**config.mk**
```make
export PLATFORM = sky130hd
export DESIGN_NAME = direction_predictor
export DESIGN_NICKNAME = d
export VERILOG_FILES = /design/src/design/bp_pkg.sv /design/src/design/direction_predictor.sv
export SDC_FILE = /design/constraint.sdc
export NUM_CORES = 1
export LEC_CHECK = 0
export BUFFER_PORTS_ARGS = -buffer_cell sky130_fd_sc_hd__buf_4
export CORE_MARGIN = 2
export CORE_UTILIZATION = 35
export DETAILED_ROUTE_END_ITERATION = 10
export GPL_TIMING_DRIVEN = 0
export PLACE_DENSITY = 0.62
export SYNTH_ARGS = -nofsm -noshare
export SYNTH_HDL_FRONTEND = slang
export SYNTH_SLANG_ARGS = --single-unit
```
**constraint.sdc**
```tcl
create_clock -name clk -period 6.57 [get_ports clk]
set_clock_uncertainty 0.05 [all_clocks]
set_input_delay 0.657 -clock clk [delete_from_list [all_inputs] [get_ports clk]]
set_output_delay 0.657 -clock clk [all_outputs]
set_load 0.01 [all_outputs]
```
**src/design/bp_pkg.sv**
```systemverilog
`default_nettype none

package bp_pkg;

    localparam int addr_width = 30;
    localparam int idx_width = 6;
    localparam int table_depth = 1 << idx_width;
    localparam int hist_width = 6;
    localparam int stack_len = 8;
    localparam int ras_ptr_width = $clog2(stack_len);

    localparam logic [addr_width-1:0] reset_pc = 30'h0700_0000;

    typedef logic [idx_width-1:0] idx_t;
    typedef logic [hist_width-1:0] hist_t;
    typedef logic [ras_ptr_width-1:0] ras_ptr_t;

    typedef enum logic [2:0] {
        not_jump      = 3'd0,
        direct_jump   = 3'd1,
        ret           = 3'd4,
        indirect_jump = 3'd5,
        call          = 3'd6,
        jump          = 3'd7
    } kind_t;

    typedef struct packed {
        kind_t                 kind;
        logic                  taken;
        logic [addr_width-1:0] npc;
        hist_t                 lh;   // local history used for the lookup
        hist_t                 gh;   // global history used for the lookup
    } pred_t;

    // built by execute from a returned pred_t and the real outcome
    typedef struct packed {
        logic [addr_width-1:0] addr;
        kind_t                 kind;
        logic                  taken;
        logic [addr_width-1:0] npc;
        hist_t                 lh;
        hist_t                 gh;
        logic                  mis_taken;
        logic                  mis_npc;
    } resolve_t;

endpackage

`default_nettype wire
```
**src/design/direction_predictor.sv**
```systemverilog
`default_nettype none

module direction_predictor import bp_pkg::*; (
    input  logic     clk,
    input  logic     rstn,
    input  logic     stall,
    input  idx_t     l_idx,
    input  idx_t     g_idx,
    input  kind_t    kind,
    input  logic     update_en,
    input  resolve_t ex,
    input  idx_t     ex_l_idx,
    input  idx_t     ex_g_idx,
    output logic     taken_pdc
);

    logic [1:0] l_cnt [table_depth];
    logic [1:0] g_cnt [table_depth];
    logic [1:0] chooser [table_depth]; // upper bit high selects global

    logic       train;
    logic       l_right;
    logic       g_right;
    logic [1:0] l_new;
    logic [1:0] g_new;
    logic [1:0] ch_new;
    logic [1:0] l_rd;
    logic [1:0] g_rd;
    logic [1:0] ch_rd;
    logic       taken_q;

    function automatic logic [1:0] step(input logic [1:0] c, input logic up);
        if (up) begin
            return (c == 2'd3) ? c : c + 2'd1;
        end
        return (c == 2'd0) ? c : c - 2'd1;
    endfunction

    assign train = update_en && ex.kind == direct_jump;
    assign l_right = l_cnt[ex_l_idx][1] == ex.taken;
    assign g_right = g_cnt[ex_g_idx][1] == ex.taken;

    always_comb begin
        l_new = step(l_cnt[ex_l_idx], ex.taken);
        g_new = step(g_cnt[ex_g_idx], ex.taken);
        ch_new = chooser[ex_g_idx];
        if (g_right && !l_right) begin
            ch_new = step(ch_new, 1'b1);
        end else if (l_right && !g_right) begin
            ch_new = step(ch_new, 1'b0);
        end
    end

    // forward a training write to the same index
    assign l_rd = (train && ex_l_idx == l_idx) ? l_new : l_cnt[l_idx];
    assign g_rd = (train && ex_g_idx == g_idx) ? g_new : g_cnt[g_idx];
    assign ch_rd = (train && ex_g_idx == g_idx) ? ch_new : chooser[g_idx];

    always_ff @(posedge clk) begin
        if (!rstn) begin
            for (int i = 0; i < table_depth; i++) begin
                l_cnt[i] <= 2'd1;   // weakly not taken
                g_cnt[i] <= 2'd1;
                chooser[i] <= 2'd1;
            end
            taken_q <= 1'b0;
        end else begin
            if (train) begin
                l_cnt[ex_l_idx] <= l_new;
                g_cnt[ex_g_idx] <= g_new;
                chooser[ex_g_idx] <= ch_new;
            end
            if (!stall) begin
                taken_q <= ch_rd[1] ? g_rd[1] : l_rd[1];
            end
        end
    end

    always_comb begin
        case (kind)
            direct_jump:                     taken_pdc = taken_q;
            jump, call, indirect_jump, ret:  taken_pdc = 1'b1;
            default:                         taken_pdc = 1'b0;
        endcase
    end

endmodule

`default_nettype wire

```
# Yosys cells after proc, flatten, opt, wreduce, memory -nomap -nowiden
# Memory sizes are Yosys's and may differ from the RTL's.
# Index checks and enable logic that the tools add are counted.
[word_totals] register_bits=1 mem_bits_rw=384 in_bits=109 output_inout_bits=1 word_cells=70 memories=3
[op_classes] add_sub_neg=6 eq_ne=13 muxes=33 reduce_logical=14
[mem_list] name="chooser" depth=64 word_bits=2 read_ports=2 rd_ports_with_merged_regs=0 wr=64 line_no="direction_predictor.sv:19" source="logic [1:0] chooser [table_depth];"
[mem_list] name="g_cnt" depth=64 word_bits=2 read_ports=2 rd_ports_with_merged_regs=0 wr=64 line_no="direction_predictor.sv:18" source="logic [1:0] g_cnt [table_depth];"
[mem_list] name="l_cnt" depth=64 word_bits=2 read_ports=2 rd_ports_with_merged_regs=0 wr=64 line_no="direction_predictor.sv:17" source="logic [1:0] l_cnt [table_depth];"
[op_table] op="2-bit 2-to-1 mux" n=19
[op_table] op="6-bit 2-to-1 mux" n=3
[op_table] op="3-bit == test (second input constant)" n=4
[op_table] op="6-bit == test" n=2
[op_table] op="1-bit 2-to-1 mux" n=10
[op_table] op="2-bit by 1-bit adder with 2-bit output (second input constant)" n=3
[op_table] op="2-bit == test (second input constant)" n=3
[op_table] op="3-bit by 1-bit == test with 1-bit output (second input constant)" n=2
[op_table] op="2-bit logical NOT" n=3
[op_table] op="2-bit OR reduction" n=3
[op_table] op="2-bit by 1-bit subtractor with 2-bit output (second input constant)" n=3
[op_table] op="1-bit logical AND" n=5
[op_table] op="4-bit OR reduction" n=1
[op_table] op="1-bit == test" n=2
[op_table] op="1-bit logical NOT" n=2
[op_table] op="1-bit one-hot mux with 2 select lines" n=1

# Depth between registers and ports, before layout
# Gate-level depths: netlist (run 1).
# An unclocked memory read counts as a cell.
[logic_depth] ltp_word=9 depth_mapped=15 mapped_depth_nobuf=9

# Worst setup path before layout (run 1)
# No wires, ideal clock.
[synth_timing] path_kind="in2reg" startpoint="input port ex_l_idx[1]" endpoint="memory l_cnt[0][1], data pin" setup_ns=0.256 arrival_time_ns=3.304 required_ns=6.264 path_slack_ns=2.961 cell_stages=12 path_buffers=3 path_cell_list="buf_2 buf_1 mux4_2 mux2_2 a22o_1 a211oi_1 nand4_1 nor2_1 nor2_1 a21oi_2 buf_2 nor2_1"
[synth_rtl] element="start: declaration" line_no="direction_predictor.sv:12" source="input idx_t ex_l_idx,"
[synth_rtl] element="end: declaration" line_no="direction_predictor.sv:17"

==> results of run 1 <==
-- state kept, by name (all words and copies together), names as in the netlist --
register / count
chooser: 128
l_cnt: 128
g_cnt: 128
taken_q: 1
-- placed cells by master (no fill, tap or decap), drive strengths merged, types with 5 or more instances in the layout --
| cell type | instances |
|---|---|
| mux4 | 102 |
| a221oi | 11 |
| xnor2 | 9 |
| mux2i | 44 |
| edfxtp | 384 |
| nand3 | 90 |
| nor2 | 300 |
| nand3b | 7 |
| a21oi | 18 |
| mux2 | 38 |
| a211oi | 8 |
| nor3b | 9 |
| inv | 8 |
| a22o | 5 |
| buf | 103 |
| nor3 | 11 |
| nor2b | 10 |
| clkinv | 14 |
| o21ai | 20 |
| clkbuf | 126 |
| a22oi | 26 |
| nand2 | 435 |
| o22ai | 9 |
-- through the flow --
| step | power [mW] | util | hold WS, ps |
|---|---|---|---|
| after floorplan | 3.301 | - | 623.8 |
| after global placement | 3.613 | 0.3730 | 688.0 |
| after detailed placement | 3.622 | 0.3740 | 695.4 |
| after CTS | 5.915 | 0.3964 | 406.2 |
| after global routing | 6.056 | 0.3965 | 460.3 |
| final | 5.937 | 0.3966 | 416.7 |
-- metal layers --
metal	up-vias	GRT usage	wire length, um
met2	1149	0.4041	35150
met3	322	0.04308	8145
met1	8021	0.3238	28010
met5	-	0	0
met4	0	0.1499	5362
li1	6651	-	-
-- final cells by class --
class,count,area [sq um],area share
Clock buffer,55,1121,0.04909
Antenna cell,1,2.502,0.0001096
Inverter,9,33.78,0.001479
Clock inverter,18,173.9,0.007616
Timing Repair Buffer,23,180.2,0.007890
Multi-Input combinational cell,1237,8093,0.3544
Sequential cell,385,11550,0.5058
Tap cell,765,957.2,0.04191
Buffer,151,724.4,0.03172
-- path summary, 6_finish.rpt --
check	start	to	slack, ps	cells after the start
setup / recovery	ex_g_idx[1]	chooser[0][0]	1430	11
hold reg to reg	taken_q	taken_q	740	3
hold / removal	stall	taken_q	420	4
setup reg to reg	g_cnt[24][1]	chooser[0][0]	2030	11
-- power by group through the flow --
stage / clock network [mW] / logic, mW / registers, mW
final: 2.34 / 0.817 / 2.78
after global placement: 0 / 0.786 / 2.83
after detailed placement: 0 / 0.793 / 2.83
after floorplan: 0 / 0.492 / 2.81
after global routing: 2.43 / 0.843 / 2.78
after CTS: 2.34 / 0.795 / 2.78
-- worst reg2reg max path, stage by stage, from the launching register on --
cell	delay [ps]
sky130_fd_sc_hd__edfxtp_1	440
sky130_fd_sc_hd__mux4_2	480
sky130_fd_sc_hd__nor4b_1	160
sky130_fd_sc_hd__nor3_1	270
sky130_fd_sc_hd__a32oi_1	150
sky130_fd_sc_hd__a2111oi_1	830
sky130_fd_sc_hd__buf_2	360
sky130_fd_sc_hd__xnor2_1	210
sky130_fd_sc_hd__nor3_1	120
sky130_fd_sc_hd__a221oi_4	700
sky130_fd_sc_hd__buf_2	410
sky130_fd_sc_hd__nand2_1	100
-- logic make-up after synthesis --
logic type	after synthesis	synth area share
buffers and inverters	160	0.03721
and+or+nand+nor	896	0.1818
adders and majority gates	3	0.001474
xor gates and xnor gates	13	0.005588
DFF	385	0.5669
muxes	184	0.1554
AOI/OAI and AO/OA	141	0.05165
==> flow_summary.html, run 1 <==
<table>
<tr><th>Metric</th><th>Value</th></tr>
<tr><th colspan="2">Critical path</th></tr>
<tr><td>Required time of the critical path</td><td>6850 ps</td></tr>
<tr><td>Kind of start point of the critical path</td><td>input pin</td></tr>
<tr><td>Endpoint kind of the worst setup timing path</td><td>flop</td></tr>
<tr><td>Category of the critical setup timing path</td><td>in2reg</td></tr>
<tr><td>Most prevalent standard cell on the critical path</td><td>sky130_fd_sc_hd__buf_2</td></tr>
<tr><td>Cell with the biggest individual delay on the critical path</td><td>sky130_fd_sc_hd__clkbuf_1</td></tr>
<tr><td>Arrival time at the worst endpoint</td><td>5410 ps</td></tr>
<tr><td>Maximum fanout encountered on the critical timing path</td><td>10</td></tr>
<tr><td>Maximum cell stage delay along the critical path</td><td>910 ps</td></tr>
<tr><td>Number of buffer and inverter stages on the critical path</td><td>5</td></tr>
<tr><td>Kind of cell with the highest combined delay on the critical path</td><td>buffers and inverters</td></tr>
<tr><td>Cell breakdown of the critical path</td><td>buf_2 -&gt; buf_2 -&gt; clkbuf_1 -&gt; nor2_1 -&gt; a2111oi_1 -&gt; buf_2 -&gt; xnor2_1 -&gt; nor3_1 -&gt; a221oi_4 -&gt; buf_2 -&gt; nand2_1</td></tr>
<tr><th colspan="2">Pwr</th></tr>
<tr><td>Part of the power in combinational logic</td><td>0.138</td></tr>
<tr><td>Fraction of power consumed by the clock network</td><td>0.394</td></tr>
<tr><td>Net switching share of the total power</td><td>0.2755</td></tr>
<tr><td>IR Drop Worst-Case VDD</td><td>0.1953 mV</td></tr>
<tr><td>Proportion of power drawn by flip-flops and latches</td><td>0.468</td></tr>
<tr><td>Power density relative to cell area</td><td>260.0 mW/mm^2</td></tr>
<tr><td>LEAKAGE</td><td>7.119 nW</td></tr>
<tr><td>Switching component of the power</td><td>1.635 mW</td></tr>
<tr><td>Power Internal</td><td>4.302 mW</td></tr>
<tr><th colspan="2">Synthesis</th></tr>
<tr><td>Net Count, Synth</td><td>1891</td></tr>
<tr><td>Number of storage elements in the synthesis netlist</td><td>385</td></tr>
<tr><td>Fraction of registers with async set or reset after synthesis</td><td>0</td></tr>
<tr><td>Top post-synthesis cells by count</td><td>435 x sky130_fd_sc_hd__nand2_1, 384 x sky130_fd_sc_hd__edfxtp_1, 300 x sky130_fd_sc_hd__nor2_1</td></tr>
<tr><td>Syn Area/Cell</td><td>11.43 sq um</td></tr>
<tr><td>Biggest area consumer among synthesized cells</td><td>sky130_fd_sc_hd__edfxtp_1</td></tr>
<tr><td>Leading cell type by number of instances after synthesis</td><td>sky130_fd_sc_hd__nand2_1</td></tr>
<tr><td>Proportion of netlist area held by the largest area contributor</td><td>0.5660</td></tr>
<tr><td>Count of mapped cells out of synthesis</td><td>1782</td></tr>
<tr><td>Ys flop type</td><td>sky130_fd_sc_hd__edfxtp_1</td></tr>
<tr><td>Number of enable-type register cells in the synthesized netlist</td><td>384</td></tr>
<tr><td>Synth Warn #</td><td>0</td></tr>
<tr><td>Post-synthesis cell area</td><td>0.02037 sq mm</td></tr>
<tr><td>Yosys cell types</td><td>71</td></tr>
<tr><td>Biggest area contributors in the synthesized netlist</td><td>sky130_fd_sc_hd__edfxtp_1 57%, sky130_fd_sc_hd__mux4_2 11%, sky130_fd_sc_hd__nand2_1 8.0%, sky130_fd_sc_hd__nor2_1 5.5%, sky130_fd_sc_hd__nand3_1 2.2%</td></tr>
<tr><td>Sequential area share after synthesis</td><td>0.5669</td></tr>
<tr><th colspan="2">Clock tree</th></tr>
<tr><td>Cell at the root of the clock tree</td><td>sky130_fd_sc_hd__clkbuf_16</td></tr>
<tr><td>Maximum clock insertion buffer count</td><td>3</td></tr>
<tr><td>Clock latency on the worst-skew pair</td><td>590 ps</td></tr>
<tr><td>Post-CTS Repair Setup Buffers</td><td>0</td></tr>
<tr><td>H-tree level count</td><td>2</td></tr>
<tr><td>Clock net sink count</td><td>385</td></tr>
<tr><td>Worst-path clk slew</td><td>60 ps</td></tr>
<tr><td>Number of buffers created by CTS</td><td>43</td></tr>
<tr><td>Post_cts resized</td><td>0</td></tr>
<tr><td>CTS tree</td><td>yes</td></tr>
<tr><td>Number of buffers inserted for hold repair after clock tree synthesis</td><td>0</td></tr>
<tr><th colspan="2">Final layout</th></tr>
<tr><td>Post-layout net count</td><td>1959</td></tr>
<tr><td>Layout-stage area growth over the synthesis result</td><td>12.09%</td></tr>
<tr><td>Fill cells</td><td>5510</td></tr>
<tr><td>Final cell count without fillers</td><td>2644</td></tr>
<tr><td>Proportion of layout cells with a drive suffix above 1</td><td>0.1603</td></tr>
<tr><td>Design area</td><td>0.02284 sq mm</td></tr>
<tr><th colspan="2">STA</th></tr>
<tr><td>Actual transition at the worst max-transition pin</td><td>1612 ps</td></tr>
<tr><td># setup viols final</td><td>0</td></tr>
<tr><td>Hold Vio Cnt, Final</td><td>0</td></tr>
<tr><td>Timing-limited maximum frequency</td><td>0.1946 GHz</td></tr>
<tr><td>Slew Viols, Final</td><td>27</td></tr>
<tr><td>Unrepaired setup endpoints after global routing</td><td>false</td></tr>
<tr><td>Tmin final</td><td>5138 ps</td></tr>
<tr><td>Setup TNS</td><td>0 ps</td></tr>
<tr><td>Worst max-slew margin expressed relative to the limit</td><td>-0.07860</td></tr>
<tr><td>Setup slack after layout</td><td>1432 ps</td></tr>
<tr><td>Share of the clock period used by the worst path</td><td>0.7820</td></tr>
<tr><th colspan="2">Global routing</th></tr>
<tr><td>Number of global-route vias before repair</td><td>15490</td></tr>
<tr><td>Total congestion overflow</td><td>0</td></tr>
<tr><td>First-pass GRT wire length</td><td>109.0 mm</td></tr>
<tr><td>All-Layer GR Usage</td><td>0.2531</td></tr>
<tr><td>Antenna violations before repair</td><td>0</td></tr>
<tr><td>Largest net degree at the start of global routing</td><td>13</td></tr>
<tr><th colspan="2">Routing</th></tr>
<tr><td>Total number of vias</td><td>16140</td></tr>
<tr><td>Routed Wire Length</td><td>76.67 mm</td></tr>
<tr><td>Number of vias per cell</td><td>6.106</td></tr>
<tr><td>Remaining antenna violation count</td><td>0</td></tr>
<tr><td>Number of remaining DRC errors</td><td>0</td></tr>
<tr><td>Average wire per cell in the routed design</td><td>29.00 um</td></tr>
<tr><td>Initial drt markers</td><td>2202</td></tr>
<tr><td>First-pass iteration count of the detailed router</td><td>6</td></tr>
<tr><th colspan="2">Place</th></tr>
<tr><td>RePlAce Congestion</td><td>1.052</td></tr>
<tr><td>Placed instance area</td><td>0.02153 sq mm</td></tr>
<tr><td>I/O Buffers</td><td>20</td></tr>
<tr><td>Number of placed instances with taps included</td><td>2570</td></tr>
<tr><td>Worst setup slack after placement</td><td>963.7 ps</td></tr>
<tr><td>Post-DP HPWL</td><td>54.42 mm</td></tr>
<tr><th colspan="2">Die</th></tr>
<tr><td>Die W</td><td>245.3 um</td></tr>
<tr><td>Die Y-Extent</td><td>245.3 um</td></tr>
<tr><td>Die ar.</td><td>0.06016 sq mm</td></tr>
<tr><td>Standard-cell rows</td><td>88</td></tr>
<tr><td>Core Box Area</td><td>0.05759 sq mm</td></tr>
<tr><td>Number of I/O pins</td><td>110</td></tr>
<tr><td>Starting density of the core</td><td>0.3538</td></tr>
<tr><th colspan="2">Run status</th></tr>
<tr><td>Run status</td><td>finished, violations left</td></tr>
<tr><td>Violated checks</td><td>max-capacitance violations, max-slew violations</td></tr>
<tr><th colspan="2">Flow run</th></tr>
<tr><td>Maximum capacitance violations</td><td>3</td></tr>
<tr><th colspan="2">Hold path</th></tr>
<tr><td>Worst hold-check path type</td><td>in2reg</td></tr>
</table>
Note: power is estimated with default switching activity, not from simulation.
==> run 2: changes to the inputs <==
clock period = 4.95 ns   (was 6.57 ns; I/O delays follow)
==> flow_summary.html, run 2 (synthesis gave the netlist of run 1 again) <==
<table>
<tr><th>Metric</th><th>Value</th></tr>
<tr><th colspan="2">Global routing</th></tr>
<tr><td>All-Layer GR Usage</td><td>0.2531</td></tr>
<tr><td>Antenna violations before repair</td><td>0</td></tr>
<tr><td>First-pass GRT wire length</td><td>109.0 mm</td></tr>
<tr><td>Total congestion overflow</td><td>0</td></tr>
<tr><td>Number of global-route vias before repair</td><td>15490</td></tr>
<tr><td>Largest net degree at the start of global routing</td><td>13</td></tr>
<tr><th colspan="2">Clock tree</th></tr>
<tr><td>H-tree level count</td><td>2</td></tr>
<tr><td>Number of buffers inserted for hold repair after clock tree synthesis</td><td>0</td></tr>
<tr><td>CTS tree</td><td>yes</td></tr>
<tr><td>Worst-path clk slew</td><td>60 ps</td></tr>
<tr><td>Cell at the root of the clock tree</td><td>sky130_fd_sc_hd__clkbuf_16</td></tr>
<tr><td>Maximum clock insertion buffer count</td><td>3</td></tr>
<tr><td>Number of buffers created by CTS</td><td>43</td></tr>
<tr><td>Clock net sink count</td><td>385</td></tr>
<tr><td>Clock latency on the worst-skew pair</td><td>590 ps</td></tr>
<tr><th colspan="2">Place</th></tr>
<tr><td>I/O Buffers</td><td>20</td></tr>
<tr><td>RePlAce Congestion</td><td>1.052</td></tr>
<tr><td>Post-DP HPWL</td><td>54.42 mm</td></tr>
<tr><td>Number of placed instances with taps included</td><td>2570</td></tr>
<tr><td>Worst setup slack after placement</td><td>-494.3 ps</td></tr>
<tr><th colspan="2">Hold path</th></tr>
<tr><td>Worst hold-check path type</td><td>in2reg</td></tr>
<tr><td>Critical hold path startpoint</td><td>stall</td></tr>
<tr><td>WHS Endpoint</td><td>taken_q</td></tr>
<tr><td>Cells on Worst Hold Path</td><td>4</td></tr>
<tr><th colspan="2">Routing</th></tr>
<tr><td>Number of remaining DRC errors</td><td>0</td></tr>
<tr><td>Remaining antenna violation count</td><td>0</td></tr>
<tr><td>Routed Wire Length</td><td>76.52 mm</td></tr>
<tr><td>First-pass iteration count of the detailed router</td><td>8</td></tr>
<tr><td>Initial drt markers</td><td>2219</td></tr>
<tr><td>Number of vias per cell</td><td>6.095</td></tr>
<tr><td>Average wire per cell in the routed design</td><td>28.96 um</td></tr>
<tr><td>Total number of vias</td><td>16100</td></tr>
<tr><th colspan="2">Final layout</th></tr>
<tr><td>Fill cells</td><td>5509</td></tr>
<tr><td>Final standard cell utilization of the core</td><td>0.3965</td></tr>
<tr><td>Area of combinational cells with multiple inputs</td><td>0.008093 sq mm</td></tr>
<tr><td>Largest registers in the final layout</td><td>chooser (128), g_cnt (128), l_cnt (128)</td></tr>
<tr><td>Layout-stage area growth over the synthesis result</td><td>12.06%</td></tr>
<tr><td>Proportion of layout cells with a drive suffix above 1</td><td>0.1609</td></tr>
<tr><td>Most frequent standard cell in the layout excluding fill and tap cells</td><td>sky130_fd_sc_hd__nand2_1</td></tr>
<tr><td>Most frequent cells in the layout</td><td>435 x sky130_fd_sc_hd__nand2_1, 384 x sky130_fd_sc_hd__edfxtp_1, 299 x sky130_fd_sc_hd__nor2_1</td></tr>
<tr><td>Post-layout net count</td><td>1958</td></tr>
<tr><td>Final cell count without fillers</td><td>2642</td></tr>
<tr><td>Area used by sequential logic in the layout</td><td>0.01155 sq mm</td></tr>
<tr><td>Diodes inserted</td><td>0</td></tr>
<tr><th colspan="2">Critical path</th></tr>
<tr><td>Setup slack, reg-to-reg</td><td>390 ps</td></tr>
<tr><td>Category of the critical setup timing path</td><td>in2reg</td></tr>
<tr><td>Endpoint kind of the worst setup timing path</td><td>flop</td></tr>
<tr><td>Required time of the critical path</td><td>5180 ps</td></tr>
<tr><td>Critical register-to-register path startpoint</td><td>g_cnt[24][1]</td></tr>
<tr><td>Kind of start point of the critical path</td><td>input pin</td></tr>
<tr><td>RR Endpoint</td><td>chooser[3][0]</td></tr>
<tr><td>Register-to-Register Path Depth</td><td>11</td></tr>
<tr><td>Arrival time at the worst endpoint</td><td>5140 ps</td></tr>
<tr><td>Maximum fanout encountered on the critical timing path</td><td>10</td></tr>
<tr><th colspan="2">STA</th></tr>
<tr><td>Hold Vio Cnt, Final</td><td>0</td></tr>
<tr><td>Timing-limited maximum frequency</td><td>0.2038 GHz</td></tr>
<tr><td>Unrepaired setup endpoints after global routing</td><td>false</td></tr>
<tr><td>Worst max-slew margin expressed relative to the limit</td><td>-0.04553</td></tr>
<tr><td># setup viols final</td><td>0</td></tr>
<tr><td>Slew Viols, Final</td><td>27</td></tr>
<tr><td>Setup TNS</td><td>0 ps</td></tr>
<tr><td>Tmin final</td><td>4907 ps</td></tr>
<tr><td>Setup slack after layout</td><td>42.82 ps</td></tr>
<tr><td>Actual transition at the worst max-transition pin</td><td>1563 ps</td></tr>
<tr><td>Share of the clock period used by the worst path</td><td>0.9913</td></tr>
<tr><th colspan="2">Pwr</th></tr>
<tr><td>Power density relative to cell area</td><td>345.1 mW/mm^2</td></tr>
<tr><td>IR Drop Worst-Case VDD</td><td>0.2565 mV</td></tr>
<tr><td>LEAKAGE</td><td>7.121 nW</td></tr>
<tr><th colspan="2">Run status</th></tr>
<tr><td>Run status</td><td>finished, violations left</td></tr>
<tr><td>Violated checks</td><td>max-capacitance violations, max-slew violations</td></tr>
<tr><th colspan="2">Die</th></tr>
<tr><td>Standard-cell rows</td><td>88</td></tr>
<tr><td>Die W</td><td>245.3 um</td></tr>
<tr><td>Die ar.</td><td>0.06016 sq mm</td></tr>
<tr><td>Die Y-Extent</td><td>245.3 um</td></tr>
<tr><td>Core Box Area</td><td>0.05759 sq mm</td></tr>
<tr><td>Number of I/O pins</td><td>110</td></tr>
<tr><td>Starting density of the core</td><td>0.3538</td></tr>
<tr><th colspan="2">Flow run</th></tr>
<tr><td>Maximum capacitance violations</td><td>3</td></tr>
</table>
[run 2: cell count changes in the layout (fill, tap and decap cells not counted), sizes merged]
cell   change
diode      -1
buf        -1
[run 2: metal layers]
metal  track usage  up-vias  routed length, um
met3       0.04308      286               8188
met4        0.1499        0               5059
met2        0.4041     1202              35500
met1        0.3238     7977              27780
met5             0        -                  0
li1              -     6637                  -
[run 2: through the flow]
step | power [mW] | cell area (sq um) | hold WS, ps
global route | 8.038 | 22830 | 298.3
finish | 7.880 | 22830 | 255.6
floorplan | 4.381 | 20370 | 623.8
detailed placement | 4.807 | 21530 | 695.4
global placement | 4.796 | 21480 | 688.0
CTS | 7.851 | 22830 | 244.2
[run 2: what timing repair did]
action                                  CTS  global route
buffers inserted                          0             0
hold endpoints to repair                  0             0
gates resized for setup                   0             3
endpoints found under the setup margin    0            74
[run 2: worst max path at each step]
stage | end | slack, ps | startpoint
after floorplan | l_cnt[0][1] | 1500 | ex_l_idx[1]
after global placement | g_cnt[28][0] | -900 | ex_g_idx[1]
after detailed placement | chooser[3][0] | -490 | ex_g_idx[1]
after CTS | chooser[37][0] | 110 | ex_g_idx[1]
after global routing | g_cnt[29][1] | 50 | ex_g_idx[0]
final | g_cnt[31][1] | 40 | ex_g_idx[0]
[run 2: layout make-up]
type,count,share of cell area
buffer,150,0.03162
multi-input combinational,1237,0.3544
timing repair buffer,23,0.007891
clock inverter,18,0.007617
inverter,9,0.001480
clock buffer,55,0.04910
tap,765,0.04192
sequential,385,0.5059
[run 2: power by group]
part	internal [mW]	total [mW]	switching, mW
Combinational	0.311	1.09	0.774
Sequential	3.65	3.69	0.0456
Clock	1.75	3.10	1.35
Total	5.71	7.88	2.17
[run 2: worst max-delay path, cell delays in order]
cell and delay (ps):
sky130_fd_sc_hd__buf_6 150, sky130_fd_sc_hd__buf_6 220, sky130_fd_sc_hd__buf_4 270, sky130_fd_sc_hd__clkbuf_1 810, sky130_fd_sc_hd__buf_2 560, sky130_fd_sc_hd__mux2i_1 560
sky130_fd_sc_hd__o22ai_1 160, sky130_fd_sc_hd__a21oi_1 150, sky130_fd_sc_hd__nand4b_1 280, sky130_fd_sc_hd__nor2_1 210, sky130_fd_sc_hd__maj3_1 210, sky130_fd_sc_hd__buf_2 360
sky130_fd_sc_hd__buf_1 550, sky130_fd_sc_hd__nor2_1 90
